### config.mk
export PLATFORM = sky130hd
export DESIGN_NAME = if_stage
export DESIGN_NICKNAME = d
export VERILOG_FILES = /design/src/if_bus_pkg.sv /design/src/if_ctrl_pkg.sv /design/src/if_fetch_ctrl.sv /design/src/if_fetch_fifo.sv /design/src/if_id_reg.sv /design/src/if_pc_select.sv /design/src/if_stage.sv
export VERILOG_INCLUDE_DIRS = /design/src
export SDC_FILE = /design/constraint.sdc
export NUM_CORES = 1
export LEC_CHECK = 0
export BUFFER_PORTS_ARGS = -buffer_cell sky130_fd_sc_hd__buf_2
export CAP_MARGIN = 10
export CORE_MARGIN = 2
export CORE_UTILIZATION = 40
export CTS_CLUSTER_SIZE = 24
export DETAILED_ROUTE_END_ITERATION = 7
export SYNTH_ARGS = -nofsm -noshare
export SYNTH_HDL_FRONTEND = slang
export SYNTH_HIERARCHICAL = 1
export SYNTH_SLANG_ARGS = --single-unit
### constraint.sdc
create_clock -name clk_i -period 7.05 [get_ports clk_i]
set_input_delay 1.0575 -clock clk_i [delete_from_list [all_inputs] [get_ports clk_i]]
set_output_delay 1.0575 -clock clk_i [all_outputs]
set_load 0.05 [all_outputs]
### src/if_macros.svh
////////////////////////////////////////////////////////////
// shared widths, debug vectors and queue sizing for the
// instruction fetch stage
////////////////////////////////////////////////////////////

`ifndef IF_MACROS_SVH
`define IF_MACROS_SVH

// address and instruction word width
`define IF_XLEN 32

// debug module entry points
`define IF_DM_HALT_ADDR 32'h1A11_0800
`define IF_DM_EXC_ADDR  32'h1A11_0808

// low byte of the reset vector, upper bits come from boot_addr_i
`define IF_BOOT_OFFSET 8'h80

// fetch queue and bus request limits
`define IF_FIFO_DEPTH      2
`define IF_MAX_OUTSTANDING 2

// occupancy counter width of the fetch queue
`define IF_FIFO_CNT_W ($clog2(`IF_FIFO_DEPTH + 1))

`endif

### src/if_bus_pkg.sv
////////////////////////////////////////////////////////////
// instruction bus request/response, fetch queue entry
// and IF-ID payload structs
////////////////////////////////////////////////////////////

`include "if_macros.svh"

package if_bus_pkg;

  //////////////////////////////////////////////////////////
  // instruction bus
  //////////////////////////////////////////////////////////

  // request side, held until granted
  typedef struct packed {
    logic                req;
    logic [`IF_XLEN-1:0] addr;
  } instr_req_t;

  // grant plus in-order response
  typedef struct packed {
    logic                gnt;
    logic                rvalid;
    logic [`IF_XLEN-1:0] rdata;
    logic                err;
  } instr_rsp_t;

  //////////////////////////////////////////////////////////
  // internal payloads
  //////////////////////////////////////////////////////////

  // one fetched word tagged with its address
  typedef struct packed {
    logic [`IF_XLEN-1:0] addr;
    logic [`IF_XLEN-1:0] rdata;
    logic                err;
  } fetch_entry_t;

  // contents of the IF-ID pipeline register
  typedef struct packed {
    logic [`IF_XLEN-1:0] instr;
    logic [`IF_XLEN-1:0] pc;
    logic                fetch_err;
  } if_id_t;

endpackage

### src/if_ctrl_pkg.sv
////////////////////////////////////////////////////////////
// control encodings for PC selection, exception vector
// selection and interrupt ids
////////////////////////////////////////////////////////////

package if_ctrl_pkg;

  //////////////////////////////////////////////////////////
  // next fetch address source
  //////////////////////////////////////////////////////////

  // boot vector, jump/branch target, trap vector,
  // return from trap, return from debug
  typedef enum logic [2:0] {
    PC_BOOT = 3'd0,
    PC_JUMP = 3'd1,
    PC_EXC  = 3'd2,
    PC_ERET = 3'd3,
    PC_DRET = 3'd4
  } pc_sel_e;

  //////////////////////////////////////////////////////////
  // exception vector source
  //////////////////////////////////////////////////////////

  // synchronous exception, vectored interrupt,
  // debug halt request, exception while in debug mode
  typedef enum logic [1:0] {
    EXC_PC_EXC     = 2'd0,
    EXC_PC_IRQ     = 2'd1,
    EXC_PC_DBD     = 2'd2,
    EXC_PC_DBG_EXC = 2'd3
  } exc_pc_sel_e;

  // interrupt line number, scaled by 4 into the vector table
  typedef logic [4:0] irq_id_t;

endpackage

### src/if_fetch_ctrl.sv
////////////////////////////////////////////////////////////
// prefetch request control, outstanding tracking and
// stale response discard after redirects
////////////////////////////////////////////////////////////

`timescale 1ns/1ps
`include "if_macros.svh"

module if_fetch_ctrl (
  input  logic                       clk_i,
  input  logic                       rst_ni,
  input  logic                       req_i,
  input  logic                       pc_set_i,
  input  logic [`IF_XLEN-1:0]        fetch_addr_i,
  input  if_bus_pkg::instr_rsp_t     instr_rsp_i,
  input  logic [`IF_FIFO_CNT_W-1:0]  fifo_count_i,
  output if_bus_pkg::instr_req_t     instr_req_o,
  output logic                       push_o,
  output if_bus_pkg::fetch_entry_t   push_entry_o,
  output logic                       flush_o,
  output logic                       busy_o
);

  localparam int cnt_w = $clog2(`IF_MAX_OUTSTANDING + 1);
  localparam int ptr_w = (`IF_MAX_OUTSTANDING > 1) ? $clog2(`IF_MAX_OUTSTANDING) : 1;
  localparam int occ_w = cnt_w + `IF_FIFO_CNT_W;

  logic                 started_q;
  logic                 pend_q;
  logic [`IF_XLEN-1:0]  next_addr_q;
  logic [cnt_w-1:0]     out_cnt_q;
  logic [cnt_w-1:0]     discard_q;
  logic [ptr_w-1:0]     wr_ptr_q;
  logic [ptr_w-1:0]     rd_ptr_q;
  logic [`IF_XLEN-1:0]  addr_mem_q [`IF_MAX_OUTSTANDING];

  logic [occ_w-1:0]     occupancy;
  logic                 space;
  logic                 req;
  logic [`IF_XLEN-1:0]  addr;
  logic                 grant;
  logic                 rvalid;
  logic                 stale;

  function automatic logic [ptr_w-1:0] ptr_inc(input logic [ptr_w-1:0] ptr);
    ptr_inc = (ptr == ptr_w'(`IF_MAX_OUTSTANDING - 1)) ? '0 : ptr + 1'b1;
  endfunction

  //////////////////////////////////////////////////////////
  // request side
  //////////////////////////////////////////////////////////

  // queue is flushed at a redirect edge, count it as empty
  assign occupancy = occ_w'(pc_set_i ? '0 : fifo_count_i) + occ_w'(out_cnt_q);
  assign space     = (occupancy < occ_w'(`IF_FIFO_DEPTH)) &
                     (out_cnt_q < cnt_w'(`IF_MAX_OUTSTANDING));

  // an ungranted request is held, unless a redirect replaces it
  assign req  = (pend_q & ~pc_set_i) | ((started_q | pc_set_i) & req_i & space);
  assign addr = pc_set_i ? fetch_addr_i : next_addr_q;

  assign instr_req_o.req  = req;
  assign instr_req_o.addr = addr;

  //////////////////////////////////////////////////////////
  // response side
  //////////////////////////////////////////////////////////

  assign grant  = req & instr_rsp_i.gnt;
  assign rvalid = instr_rsp_i.rvalid;
  // responses still owed to requests from before a redirect
  assign stale  = (discard_q != '0);

  assign push_o             = rvalid & ~stale & ~pc_set_i;
  assign push_entry_o.addr  = addr_mem_q[rd_ptr_q];
  assign push_entry_o.rdata = instr_rsp_i.rdata;
  assign push_entry_o.err   = instr_rsp_i.err;

  assign flush_o = pc_set_i;
  assign busy_o  = (out_cnt_q != '0) | req;

  always_ff @(posedge clk_i or negedge rst_ni) begin
    if (!rst_ni) begin
      started_q   <= 1'b0;
      pend_q      <= 1'b0;
      next_addr_q <= '0;
      out_cnt_q   <= '0;
      discard_q   <= '0;
      wr_ptr_q    <= '0;
      rd_ptr_q    <= '0;
    end else begin
      started_q <= started_q | pc_set_i;
      pend_q    <= req & ~instr_rsp_i.gnt;
      out_cnt_q <= out_cnt_q + cnt_w'(grant) - cnt_w'(rvalid);
      // sequential address advances on every grant
      if (grant) begin
        next_addr_q <= addr + `IF_XLEN'(4);
      end else if (pc_set_i) begin
        next_addr_q <= fetch_addr_i;
      end
      // all requests granted before the redirect become stale
      if (pc_set_i) begin
        discard_q <= out_cnt_q - cnt_w'(rvalid);
      end else if (rvalid && stale) begin
        discard_q <= discard_q - cnt_w'(1);
      end
      if (grant) begin
        wr_ptr_q <= ptr_inc(wr_ptr_q);
      end
      if (rvalid) begin
        rd_ptr_q <= ptr_inc(rd_ptr_q);
      end
    end
  end

  // address of each granted request, in bus order
  always_ff @(posedge clk_i) begin
    if (grant) begin
      addr_mem_q[wr_ptr_q] <= addr;
    end
  end

endmodule

### src/if_fetch_fifo.sv
////////////////////////////////////////////////////////////
// fetch queue, circular buffer of fetched words with
// bypass when empty
////////////////////////////////////////////////////////////

`timescale 1ns/1ps
`include "if_macros.svh"

module if_fetch_fifo (
  input  logic                       clk_i,
  input  logic                       rst_ni,
  input  logic                       flush_i,
  input  logic                       push_i,
  input  if_bus_pkg::fetch_entry_t   push_entry_i,
  input  logic                       pop_i,
  output logic                       out_valid_o,
  output if_bus_pkg::fetch_entry_t   out_entry_o,
  output logic [`IF_FIFO_CNT_W-1:0]  count_o
);

  localparam int depth = `IF_FIFO_DEPTH;
  localparam int ptr_w = (depth > 1) ? $clog2(depth) : 1;

  if_bus_pkg::fetch_entry_t   mem_q [depth];
  logic [ptr_w-1:0]           wr_ptr_q;
  logic [ptr_w-1:0]           rd_ptr_q;
  logic [`IF_FIFO_CNT_W-1:0]  count_q;

  logic                       empty;
  logic                       bypass;
  logic                       wr_en;
  logic                       rd_en;

  function automatic logic [ptr_w-1:0] ptr_inc(input logic [ptr_w-1:0] ptr);
    ptr_inc = (ptr == ptr_w'(depth - 1)) ? '0 : ptr + 1'b1;
  endfunction

  assign empty  = (count_q == '0);
  // word arriving into an empty queue is consumed in the same cycle
  assign bypass = empty & push_i & pop_i;
  assign wr_en  = push_i & ~bypass & ~flush_i;
  assign rd_en  = pop_i & ~empty & ~flush_i;

  // head of queue, or the incoming word when nothing is stored
  assign out_valid_o = ~empty | push_i;
  assign out_entry_o = empty ? push_entry_i : mem_q[rd_ptr_q];
  assign count_o     = count_q;

  always_ff @(posedge clk_i or negedge rst_ni) begin
    if (!rst_ni) begin
      wr_ptr_q <= '0;
      rd_ptr_q <= '0;
      count_q  <= '0;
    end else if (flush_i) begin
      // redirect drops everything buffered
      wr_ptr_q <= '0;
      rd_ptr_q <= '0;
      count_q  <= '0;
    end else begin
      if (wr_en) begin
        wr_ptr_q <= ptr_inc(wr_ptr_q);
      end
      if (rd_en) begin
        rd_ptr_q <= ptr_inc(rd_ptr_q);
      end
      count_q <= count_q + `IF_FIFO_CNT_W'(wr_en) - `IF_FIFO_CNT_W'(rd_en);
    end
  end

  // storage
  always_ff @(posedge clk_i) begin
    if (wr_en) begin
      mem_q[wr_ptr_q] <= push_entry_i;
    end
  end

endmodule

### src/if_id_reg.sv
////////////////////////////////////////////////////////////
// IF-ID pipeline register with valid/new flags and
// sequential PC increment check
////////////////////////////////////////////////////////////

`timescale 1ns/1ps
`include "if_macros.svh"

module if_id_reg (
  input  logic                      clk_i,
  input  logic                      rst_ni,
  input  logic                      fetch_valid_i,
  input  if_bus_pkg::fetch_entry_t  fetch_entry_i,
  input  logic                      id_in_ready_i,
  input  logic                      pc_set_i,
  input  logic                      instr_valid_clear_i,
  output logic                      pop_o,
  output if_bus_pkg::if_id_t        id_o,
  output logic                      instr_valid_id_o,
  output logic                      instr_new_id_o,
  output logic                      pc_mismatch_alert_o
);

  logic                 load;
  logic                 valid_q;
  logic                 new_q;
  logic                 seq_q;
  if_bus_pkg::if_id_t   id_q;
  logic [`IF_XLEN-1:0]  pc_incr;

  //////////////////////////////////////////////////////////
  // handshake and flags
  //////////////////////////////////////////////////////////

  // a head entry in the redirect cycle is squashed, not loaded
  assign load  = fetch_valid_i & id_in_ready_i & ~pc_set_i;
  assign pop_o = load;

  always_ff @(posedge clk_i or negedge rst_ni) begin
    if (!rst_ni) begin
      valid_q <= 1'b0;
      new_q   <= 1'b0;
      seq_q   <= 1'b0;
    end else begin
      // valid holds until ID clears it
      valid_q <= load | (valid_q & ~instr_valid_clear_i);
      // single cycle marker of a fresh load
      new_q   <= load;
      // set by a load, cleared by any redirect
      seq_q   <= (seq_q | load) & ~pc_set_i;
    end
  end

  assign instr_valid_id_o = valid_q;
  assign instr_new_id_o   = new_q;

  //////////////////////////////////////////////////////////
  // payload
  //////////////////////////////////////////////////////////

  always_ff @(posedge clk_i) begin
    if (load) begin
      id_q.instr     <= fetch_entry_i.rdata;
      id_q.pc        <= fetch_entry_i.addr;
      id_q.fetch_err <= fetch_entry_i.err;
    end
  end

  assign id_o = id_q;

  // next instruction of a sequential run must sit one word up
  assign pc_incr             = id_q.pc + `IF_XLEN'(4);
  assign pc_mismatch_alert_o = seq_q & fetch_valid_i & (fetch_entry_i.addr != pc_incr);

endmodule

### src/if_pc_select.sv
////////////////////////////////////////////////////////////
// exception vector, next fetch address mux and
// mtvec init request
////////////////////////////////////////////////////////////

`timescale 1ns/1ps
`include "if_macros.svh"

module if_pc_select (
  input  if_ctrl_pkg::pc_sel_e     pc_mux_i,
  input  if_ctrl_pkg::exc_pc_sel_e exc_pc_mux_i,
  input  if_ctrl_pkg::irq_id_t     irq_id_i,
  input  logic [`IF_XLEN-1:0]      boot_addr_i,
  input  logic [`IF_XLEN-1:0]      branch_target_i,
  input  logic [`IF_XLEN-1:0]      csr_mepc_i,
  input  logic [`IF_XLEN-1:0]      csr_depc_i,
  input  logic [`IF_XLEN-1:0]      csr_mtvec_i,
  input  logic                     pc_set_i,
  output logic [`IF_XLEN-1:0]      fetch_addr_o,
  output logic                     csr_mtvec_init_o
);

  logic [`IF_XLEN-1:0] exc_pc;
  logic [`IF_XLEN-1:0] fetch_addr;

  // trap vector, base taken from mtvec with 256 byte alignment
  always_comb begin
    unique case (exc_pc_mux_i)
      if_ctrl_pkg::EXC_PC_EXC:     exc_pc = {csr_mtvec_i[`IF_XLEN-1:8], 8'h00};
      // vectored mode, one word per interrupt line
      if_ctrl_pkg::EXC_PC_IRQ:     exc_pc = {csr_mtvec_i[`IF_XLEN-1:8], 1'b0, irq_id_i, 2'b00};
      if_ctrl_pkg::EXC_PC_DBD:     exc_pc = `IF_DM_HALT_ADDR;
      if_ctrl_pkg::EXC_PC_DBG_EXC: exc_pc = `IF_DM_EXC_ADDR;
      default:                     exc_pc = {csr_mtvec_i[`IF_XLEN-1:8], 8'h00};
    endcase
  end

  // next fetch address
  always_comb begin
    case (pc_mux_i)
      if_ctrl_pkg::PC_BOOT: fetch_addr = {boot_addr_i[`IF_XLEN-1:8], `IF_BOOT_OFFSET};
      if_ctrl_pkg::PC_JUMP: fetch_addr = branch_target_i;
      if_ctrl_pkg::PC_EXC:  fetch_addr = exc_pc;
      // return from trap handler
      if_ctrl_pkg::PC_ERET: fetch_addr = csr_mepc_i;
      // return from debug mode
      if_ctrl_pkg::PC_DRET: fetch_addr = csr_depc_i;
      default:              fetch_addr = {boot_addr_i[`IF_XLEN-1:8], `IF_BOOT_OFFSET};
    endcase
  end

  // 32-bit only, low two bits always clear
  assign fetch_addr_o = {fetch_addr[`IF_XLEN-1:2], 2'b00};

  // csr file loads its mtvec reset value on the boot jump
  assign csr_mtvec_init_o = pc_set_i & (pc_mux_i == if_ctrl_pkg::PC_BOOT);

endmodule

### src/if_stage.sv
////////////////////////////////////////////////////////////
// instruction fetch stage top level
////////////////////////////////////////////////////////////

`timescale 1ns/1ps
`include "if_macros.svh"

module if_stage (
  input  logic                      clk_i,
  input  logic                      rst_ni,
  input  logic                      req_i,
  input  logic [`IF_XLEN-1:0]       boot_addr_i,
  input  logic                      pc_set_i,
  input  if_ctrl_pkg::pc_sel_e      pc_mux_i,
  input  if_ctrl_pkg::exc_pc_sel_e  exc_pc_mux_i,
  input  if_ctrl_pkg::irq_id_t      irq_id_i,
  input  logic [`IF_XLEN-1:0]       branch_target_i,
  input  logic [`IF_XLEN-1:0]       csr_mepc_i,
  input  logic [`IF_XLEN-1:0]       csr_depc_i,
  input  logic [`IF_XLEN-1:0]       csr_mtvec_i,
  input  if_bus_pkg::instr_rsp_t    instr_rsp_i,
  input  logic                      id_in_ready_i,
  input  logic                      instr_valid_clear_i,
  output if_bus_pkg::instr_req_t    instr_req_o,
  output if_bus_pkg::if_id_t        id_o,
  output logic                      instr_valid_id_o,
  output logic                      instr_new_id_o,
  output logic [`IF_XLEN-1:0]       pc_if_o,
  output logic                      csr_mtvec_init_o,
  output logic                      pc_mismatch_alert_o,
  output logic                      if_busy_o
);

  logic [`IF_XLEN-1:0]        fetch_addr;
  logic                       push;
  if_bus_pkg::fetch_entry_t   push_entry;
  logic                       flush;
  logic                       fifo_valid;
  if_bus_pkg::fetch_entry_t   fifo_entry;
  logic [`IF_FIFO_CNT_W-1:0]  fifo_count;
  logic                       pop;

  // address of the instruction waiting at the queue head
  assign pc_if_o = fifo_entry.addr;

  if_pc_select u_pc_select (
    .pc_mux_i         (pc_mux_i),
    .exc_pc_mux_i     (exc_pc_mux_i),
    .irq_id_i         (irq_id_i),
    .boot_addr_i      (boot_addr_i),
    .branch_target_i  (branch_target_i),
    .csr_mepc_i       (csr_mepc_i),
    .csr_depc_i       (csr_depc_i),
    .csr_mtvec_i      (csr_mtvec_i),
    .pc_set_i         (pc_set_i),
    .fetch_addr_o     (fetch_addr),
    .csr_mtvec_init_o (csr_mtvec_init_o)
  );

  if_fetch_ctrl u_fetch_ctrl (
    .clk_i (clk_i), .rst_ni (rst_ni), .req_i (req_i), .pc_set_i (pc_set_i),
    .fetch_addr_i (fetch_addr), .instr_rsp_i (instr_rsp_i), .fifo_count_i (fifo_count),
    .instr_req_o (instr_req_o), .push_o (push), .push_entry_o (push_entry),
    .flush_o (flush), .busy_o (if_busy_o)
  );

  if_fetch_fifo u_fetch_fifo (
    .clk_i (clk_i), .rst_ni (rst_ni), .flush_i (flush), .push_i (push),
    .push_entry_i (push_entry), .pop_i (pop), .out_valid_o (fifo_valid),
    .out_entry_o (fifo_entry), .count_o (fifo_count)
  );

  if_id_reg u_id_reg (
    .clk_i (clk_i), .rst_ni (rst_ni), .fetch_valid_i (fifo_valid), .fetch_entry_i (fifo_entry),
    .id_in_ready_i (id_in_ready_i), .pc_set_i (pc_set_i),
    .instr_valid_clear_i (instr_valid_clear_i), .pop_o (pop), .id_o (id_o),
    .instr_valid_id_o (instr_valid_id_o), .instr_new_id_o (instr_new_id_o),
    .pc_mismatch_alert_o (pc_mismatch_alert_o)
  );

endmodule

After elaboration in Yosys (flattened, before gate mapping)
Memories as Yosys holds them, arrays and structs flattened.
Cells that the tools add are included.

storage, ports and cells
  register bits = 112
  memory bits (writable) = 194
  output and inout bits = 135
  logic and storage cells = 104
  memories kept = 2

memory list
  memory                   depth  width  read ports  clocked after Yosys merged registers in  write ports  RTL line             RTL
  u_fetch_fifo.mem_q       2      65     1           0                                        1            if_fetch_fifo.sv:24  if_bus_pkg::fetch_entry_t mem_q [depth];
  u_fetch_ctrl.addr_mem_q  2      32     1           0                                        1            if_fetch_ctrl.sv:35  logic [`IF_XLEN-1:0] addr_mem_q [`IF_MAX_OUTSTANDING];

operators by class
  add/subtract/negate cells = 13
  $lt $le $gt $ge = 2
  equal/unequal tests = 8
  multiplexer cells = 21
  bitwise gates (word level) = 33
  reduce and logical (&&, ||, !) cells = 9

operators with widths
  kind                                                                           count
  32-bit case mux with 4 select lines                                            2
  65-bit 2-to-1 mux                                                              1
  32-bit by 3-bit adder with 32-bit output (second input constant)               2
  32-bit 2-to-1 mux                                                              2
  32-bit != test                                                                 1
  1-bit AND                                                                      21
  1-bit 2-to-1 mux                                                               12
  2-bit nonzero test                                                             5
  2-bit 2-to-1 mux                                                               4
  3-bit by 2-bit equality test with 1-bit output (second input constant)         2
  1-bit inverter                                                                 6
  1-bit OR                                                                       6
  2-bit by 1-bit subtractor with 2-bit output                                    3
  1-bit adder (second input constant)                                            4
  2-bit by 1-bit adder with 2-bit output                                         2
  4-bit by 2-bit adder with 4-bit output                                         1
  2-bit equality test (second input constant)                                    2
  2-bit logical NOT                                                              2
  4-bit by 2-bit less-than comparator with 1-bit output (second input constant)  1
  3-bit by 1-bit equality test with 1-bit output (second input constant)         1
  3-bit equality test (second input constant)                                    1
  3-bit logical NOT                                                              1
  2-bit by 1-bit equality test with 1-bit output (second input constant)         1
  2-bit less-than comparator (second input constant)                             1
  other kinds (2)                                                                2

Depth between registers and ports, before layout
Gate-level depths: netlist of the first run.

  word-level depth = 14
  depth in mapped cells = 15
  gate-level depth less buffers = 14

Cells and area by module
Netlist of the first run, hierarchy kept.

modules (own cells, without submodules)
  module         times used  cells each  area each (um^2)  sequential area each (um^2)
  if_fetch_fifo  1           372         5571.6            4003.8
  if_fetch_ctrl  1           397         5188.7            2922.8
  if_id_reg      1           237         3124.2            2026.9
  if_pc_select   1           197         1490.2            0.0

Worst setup path before layout of the first run
Ideal clock, no wire load.

  kind = input to register
  start = input pc_set_i
  end = memory u_fetch_fifo/mem_q[0][0] (netlist bit) (enable)
  library setup time = 489 ps
  arrival time = 6356 ps
  data required time = 6561 ps
  setup slack = 205 ps
  stages on the path = 11
  path buffers = 4
  path through = buf_6 > buf_4 > buf_4 > clkbuf_1 > nor2_1 > or3_1 > nand3b_1 > inv_1 > or3b_1 > nand3b_1 > nor2_1

between the ends
  cells in the longest elaborated chain, start to end = 11

RTL lines
  element                                 RTL line             RTL
  from (decl)                             if_stage.sv:13       input logic pc_set_i,
  1-bit inverter                          if_fetch_ctrl.sv:74  assign push_o = rvalid & ~stale & ~pc_set_i;
  1-bit AND                               if_fetch_ctrl.sv:74
  named net push                          if_stage.sv:35       logic push;
  1-bit OR                                if_fetch_fifo.sv:45  assign out_valid_o = ~empty | push_i;
  named net fifo_valid                    if_stage.sv:38       logic fifo_valid;
  1-bit AND (2 in a row)                  if_id_reg.sv:36      assign load = fetch_valid_i & id_in_ready_i & ~pc_set_i;
  named net pop                           if_stage.sv:41       logic pop;
  1-bit AND                               if_fetch_fifo.sv:40  assign bypass = empty & push_i & pop_i;
  1-bit inverter                          if_fetch_fifo.sv:41  assign wr_en = push_i & ~bypass & ~flush_i;
  1-bit AND (2 in a row)                  if_fetch_fifo.sv:41
  1-bit 2-to-1 mux                        if_fetch_fifo.sv:72  if (wr_en) begin
  1-bit 2-to-1 mux (not written as such)  if_fetch_fifo.sv:73  mem_q[wr_ptr_q] <= push_entry_i;
  to (decl)                               if_fetch_fifo.sv:24

The timed path passes the listed nets, and every way through them passes these cells.

==> results of run 1 <==
[logic make-up after synthesis]
| logic type | share of synthesized area |
|---|---|
| AOI/OAI and AO/OA | 0.0833 |
| adders and majority gates | 0.00781 |
| other | 0.000244 |
| xor gates and xnor gates | 0.0461 |
| muxes | 0.0901 |
| buffers and inverters | 0.0554 |
| DFF | 0.582 |
| and+or+nand+nor | 0.135 |
[metrics by stage]
| step | total power (W) | hold slack, ns |
|---|---|---|
| after floorplan | 0.00343 | 0.451 |
| after global placement | 0.00383 | 0.465 |
| after detailed placement | 0.00385 | 0.487 |
| after CTS | 0.00549 | 0.500 |
| after global routing | 0.00568 | 0.515 |
| final | 0.00543 | 0.495 |
[registers in the layout, indices dropped and copies added, names as in the netlist]
register                   cells
u_fetch_ctrl/out_cnt_q         2
u_fetch_ctrl/next_addr_q      32
u_fetch_ctrl/pend_q            1
u_id_reg/seq_q                 1
u_fetch_ctrl/rd_ptr_q          1
u_id_reg/instr_new_id_o        1
u_fetch_fifo/wr_ptr_q          1
u_fetch_ctrl/addr_mem_q       64
u_id_reg/id_o                 65
u_fetch_ctrl/started_q         1
u_fetch_fifo/rd_ptr_q          1
u_id_reg/instr_valid_id_o      1
u_fetch_fifo/mem_q           130
u_fetch_ctrl/wr_ptr_q          1
u_fetch_ctrl/discard_q         2
u_fetch_fifo/count_o           2
[layer usage]
| layer | up-vias | GRT usage | share of wire |
|---|---|---|---|
| li1 | 5044 | - | - |
| met1 | 4976 | 0.250 | 0.42 |
| met2 | 379 | 0.329 | 0.47 |
| met3 | 73 | 0.0393 | 0.070 |
| met4 | 0 | 0.0804 | 0.041 |
| met5 | - | 0 | 0 |
[worst max-delay path: cells and delay by family, from the launching register on]
family	cells	cell delay, ns
AO/OA/AOI/OAI	4	0.73
XOR/XNOR	1	0.39
buffers and inverters	2	0.61
flip-flops	1	0.94
multiplexers	1	0.40
AND/OR/NAND/NOR	3	0.71
[path summary, 6_finish.rpt]
| check | from | endpoint | slack [ns] | depth (start not counted) |
|---|---|---|---|---|
| setup / recovery | u_fetch_ctrl/rd_ptr_q$_DFFE_PN0P_ | pc_mismatch_alert_o | 1.63 | 11 |
| hold reg to reg | u_fetch_ctrl/started_q$_DFF_PN0_ | u_fetch_ctrl/started_q$_DFF_PN0_ | 0.49 | 1 |
| hold / removal | u_fetch_ctrl/started_q$_DFF_PN0_ | u_fetch_ctrl/started_q$_DFF_PN0_ | 0.49 | 1 |
| setup reg to reg | u_fetch_ctrl/discard_q[0]$_DFFE_PN0P_ | u_fetch_fifo/mem_q[1][29]$_DFFE_PP_ | 3.50 | 11 |
| min in group asynchronous | rst_ni | u_fetch_ctrl/next_addr_q[0]$_DFF_PN0_ | 0.60 | 2 |
| max in group asynchronous | rst_ni | u_fetch_fifo/rd_ptr_q$_DFFE_PN0P_ | 5.89 | 2 |
[report_power, final]
group	switching, W	internal (W)	total [W]
clock	0.000691	0.000934	0.00162
sequential	0.0000874	0.00217	0.00226
combinational	0.00107	0.000466	0.00154
total	0.00185	0.00357	0.00543
[cells in the mapped netlist, drive strengths merged (19+ instances only)]
| master | number | area [um2] |
|---|---|---|
| nor2 | 103 | 397 |
| or4b | 36 | 360 |
| o2111ai | 21 | 184 |
| o21ai | 20 | 100 |
| nand4 | 27 | 169 |
| buf | 86 | 677 |
| a21oi | 81 | 417 |
| inv | 30 | 115 |
| mux2i | 75 | 754 |
| a2bb2oi | 19 | 166 |
| xnor2 | 61 | 542 |
| mux2 | 56 | 631 |
| nand2 | 65 | 244 |
| edfxtp | 259 | 7780 |
| xor2 | 19 | 166 |
| dfrtp | 47 | 1180 |
| nand3 | 34 | 183 |
[final cells by class]
type / count / area share
Antenna cell: 1 / 0.000139
Clock buffer: 41 / 0.0456
Clock inverter: 17 / 0.00984
Inverter: 30 / 0.00638
Multi-Input combinational cell: 766 / 0.310
Sequential cell: 306 / 0.496
Tap cell: 511 / 0.0354
Timing Repair Buffer: 338 / 0.0962
==> results.toml, run 1 <==
[sta]
setup_viol_count_final = 0
tightest_slew_ns = 1.04
slew_headroom = 0.309
rsz0062_at_grt = "false"
timing.final.crit_share = 0.768
finClkSkew_ns = 0.0131
maxSlewViolCount = 0
period_needed_ns = 5.42
setup_tns_ns = 0
worst_slack_ns = 1.63
hold_viol_final = 0
max_clock_freq_mhz = 185

[routing]
avgRoutedWirePerCell_um = 19.8
vias_per_cell = 5.21
drcViolationCount = 0
totalWireLength_um = 39800
drtPass1Iterations = 5
antenna_left = 0
vias = 10500
drt_iter0_drc = 647

[global_routing]
grt_overflow = 0
grt_pass1_vias = 10300
grt_pass1_wl_um = 60000
antenna_found_initial = 3
grt_usage = 0.196
grt_max_degree = 70

[synthesis]
yosysUniqueCellTypes = 82
synthArstFlopShare = 0.154
synth_edf_count = 259
synth_ff_type = "edfxtp_1"
ys_seq_elements = 306
synth-seq-area-share = 0.582
yosys_warnings = 6
avgSynthCellArea_um2 = 12.8
synthCells = 1203
syn_area_um2 = 15400

[flow_run]
drv_cap = 0

[min_path]
worstHoldPathType = "reg2reg"

[finish]
multi_input_area_um2 = 5600
stdcell_count = 2010
synthToLayoutAreaGrowth_pct = 17.4
final_common_cell = "buf_2"
nNetsFinal = 1693
fin_area_um2 = 18000
final_cell_mix = "buf_2 (323), edfxtp_1 (259), nor2_1 (95), a21oi_1 (78), mux2i_1 (74)"
fin_util = 0.478
fillers = 3503
drive_gt1_frac = 0.318
seqCellArea_um2 = 8960

[clocking]
post_cts_buffers = 0
cts.sinks = 306
cts_root_buf = "clkbuf_16"
clock_path_buffers = 3
clkLatencyLatePin_ns = 0.57
cts_tree = "yes"
cts_inserted_buffers = 31
hold_buffers = 0
ctsResizeCount = 0
clk_pin_slew_ns = 0.07
htreeDepth = 1

[setup_path]
setup.worst_path.end_class = "primary output"
cp_max_fo = 20
crit_chain = "buf_4 > mux2_2 > nor2_1 > a21oi_1 > xnor2_1 > o221ai_1 > a2111oi_0 > nand4_1 > nor4_1 > a21oi_1 > buf_2"
crit_arrival_ns = 4.36
slowest_delay_ns = 0.94
crit_type = "reg2out"
required_ns = 5.99
crit_path_frequent_cell = "a21oi_1"
worstSetupStartpointType = "flip-flop"
slowest_stage = "dfrtp_1"

[pwr]
p_leak_nw = 6.60
power_per_cell_area_nw_per_um2 = 301
ir_drop_uv = 192

[place]
port_buffers = 323
dp_slack_ns = 2.09
place.gp.congestion = 0.862
hpwl_um = 29300
place_inst = 1950
place_area_um2 = 17000

[die]
dieArea_um2 = 40000
core_um2 = 37800
initial_core_util = 0.407
fp.dieW_um = 200
die_y_um = 200
ios = 346
rows = 71

[outcome]
status = "complete, no violations"
Note: power is estimated with default switching activity, not from simulation.
==> run 2: changes to the inputs <==
Settings changed: ABC_AREA set to 1.
Clock period 7.05 ns to 5.53 ns, I/O delays scaled along.
==> run 2 against run 1 <==
  * Sequential power increased by 25%
  * Design area rose by 6.6%
  * Clock skew shrank 0.0021 ns
  * Non-clock buffer count grew 2
  * Area after synthesis up 7.4%
  * Critical path type unchanged
  * Largest power group unchanged
  * Highest routed layer unchanged
==> results.toml, run 2 <==
[synthesis]
yosysMostFrequentCell = "nand2_1"
yosys.area.top_type = "edfxtp_1"
yosys-top-cells-area = "edfxtp_1 (47%), nand2_1 (11%), dfrtp_1 (7.1%)"
synth_ff_type = "edfxtp_1"
synthCells = 1729
synth.top_cell.area_share = 0.471
synth_edf_count = 259
yosysUniqueCellTypes = 47
synth_common_cells = "nand2_1 (485), edfxtp_1 (259), nor2_1 (167)"
synthArstFlopShare = 0.154
avgSynthCellArea_um2 = 9.55
syn_area_um2 = 16500
yosys_warnings = 6
ys_seq_elements = 306
synth-seq-area-share = 0.542

[routing]
antenna_left = 0
vias = 12700
route.met2.wl_um = 21900
dr.max_layer_used = "met4"
avgRoutedWirePerCell_um = 17.6
totalWireLength_um = 45000
drcViolationCount = 0
wl_met3_um = 2980
drt_iter0_drc = 732
drtPass1Iterations = 6
met1Wirelength_um = 19300
vias_per_cell = 4.97

[clocking]
hold_buffers = 0
post_cts_buffers = 0
clock_path_buffers = 3
cts.sinks = 306
htreeDepth = 2
clk_pin_slew_ns = 0.06
cts_tree = "yes"
ctsResizeCount = 0
cts_root_buf = "clkbuf_16"
clkLatencyLatePin_ns = 0.51
cts_inserted_buffers = 35

[sta]
hold_viol_final = 0
max_clock_freq_mhz = 230
tightest_slew_ns = 0.971
setup_viol_count_final = 0
setup_tns_ns = 0
slew_headroom = 0.352
timing.final.crit_share = 0.786
period_needed_ns = 4.35
maxSlewViolCount = 0
rsz0062_at_grt = "false"
worst_slack_ns = 1.18
finClkSkew_ns = 0.0109

[setup_path]
worstRegToRegCells = 14
crit_arrival_ns = 3.52
crit_chain = "nor2_4 > buf_4 > nand2_1 > nand2_1 > nand2_1 > inv_1 > nor2_1 > nor2_1 > nand2_1 > nor2_1 > nand3_1 > nor2_1 > nand2_1 > nor2_1 > nand3_1 > nor2_1 > nor2_1 > buf_2"
cp_max_fo = 66
slowest_stage = "buf_4"
crit_path_frequent_cell = "nor2_1"
setup.worst_path.end_class = "primary output"
crit_type = "reg2out"
worstSetupStartpointType = "flip-flop"
r2r_setup_slack_ns = 2.33
slowest_delay_ns = 0.62
required_ns = 4.70

[finish]
stdcell_count = 2554
final_common_cell = "nand2_1"
largest_reg_flops = 130
antennaDiodeCount = 0
fin_area_um2 = 19200
drive_gt1_frac = 0.280
final_cell_mix = "nand2_1 (485), buf_2 (323), edfxtp_1 (259), nor2_1 (163), inv_1 (141)"
max_flop_register = "u_fetch_fifo/mem_q"
nNetsFinal = 2219
synthToLayoutAreaGrowth_pct = 16.4

[outcome]
status = "complete, no violations"

[die]
rows = 74
dieArea_um2 = 42900
core_um2 = 40800
fp.dieW_um = 207
initial_core_util = 0.405
die_y_um = 207
ios = 346

[pwr]
power_per_cell_area_nw_per_um2 = 369
p_leak_nw = 8.46
ir_drop_uv = 170
finalPower_w = 0.00710

[flow_run]
drv_cap = 0

[global_routing]
grt_max_degree = 70
grt_usage = 0.206
grt_overflow = 0
grt_pass1_wl_um = 70800
grt_pass1_vias = 12600
antenna_found_initial = 0

[min_path]
worstHoldPathType = "in2async"

[place]
hpwl_um = 32100
place_inst = 2494
place.gp.congestion = 0.869
place_area_um2 = 18100
dp_slack_ns = 1.28
port_buffers = 323
==> run 2: cell count changes in the layout (fill, tap and decap cells not counted), sizes merged, moves of 36 or more <==
cell	previous run	this run
a21oi	81	5
inv	31	156
mux2i	75	0
nand2	65	532
nand3	34	118
nor2	103	200
o211ai	1	65
or2	4	69
or4b	36	0
xnor2	61	19
==> run 2: critical path, delay by kind of cell, from the launching register on <==
kind	cells	cell delay, ns
and+or+nand+nor	15	1.65
DFF	1	0.43
buffers and inverters	3	0.88
==> run 2: where the power goes <==
group	switching, W	leakage, nW	internal, W
Combinational	0.00146	5.00	0.000559
Sequential	0.0000646	2.93	0.00277
Clock	0.000894	0.527	0.00136
Total	0.00242	8.46	0.00468
==> run 2: metal layers <==
layer  up-vias  global-route usage
met5         -                   0
met4         0              0.0475
met3        57              0.0385
met2       457               0.354
met1      5959               0.271
li1       6223                   -
==> run 2: worst paths after layout <==
check,start,end
max in group asynchronous,rst_ni,u_fetch_fifo/rd_ptr_q$_DFFE_PN0P_
hold reg to reg,u_fetch_ctrl/started_q$_DFF_PN0_,u_fetch_ctrl/started_q$_DFF_PN0_
setup / recovery,u_fetch_fifo/count_o[1]$_DFF_PN0_,pc_mismatch_alert_o
min in group clk_i,u_fetch_ctrl/started_q$_DFF_PN0_,u_fetch_ctrl/started_q$_DFF_PN0_
hold / removal,rst_ni,u_fetch_ctrl/next_addr_q[22]$_DFF_PN0_
setup reg to reg,u_fetch_fifo/count_o[1]$_DFF_PN0_,u_fetch_fifo/count_o[1]$_DFF_PN0_
==> run 2: cells by family after synthesis <==
group                      after synthesis  share of synthesized area
muxes                                   32                     0.0218
buffers and inverters                  263                     0.0861
DFF                                    306                      0.542
other                                    1                   0.000227
xor gates and xnor gates                43                     0.0246
AOI/OAI and AO/OA                       89                     0.0439
and+or+nand+nor                        986                      0.274
adders and majority gates                9                    0.00727
==> run 2: final cells by class <==
type,count,area (um2)
Inverter,155,592
Clock inverter,14,176
Tap cell,532,666
Sequential cell,306,8950
Timing Repair Buffer,340,1760
Fill cell,3925,21600
Clock buffer,46,917
Multi-Input combinational cell,1161,6170
==> run 2: metrics by stage <==
step / hold slack, ns / util
5_1_grt: 0.495 / 0.471
6_report: 0.424 / 0.471
2_1_floorplan: 0.429 / -
3_5_place_dp: 0.464 / 0.444
4_1_cts: 0.463 / 0.471
3_3_place_gp: 0.444 / 0.444
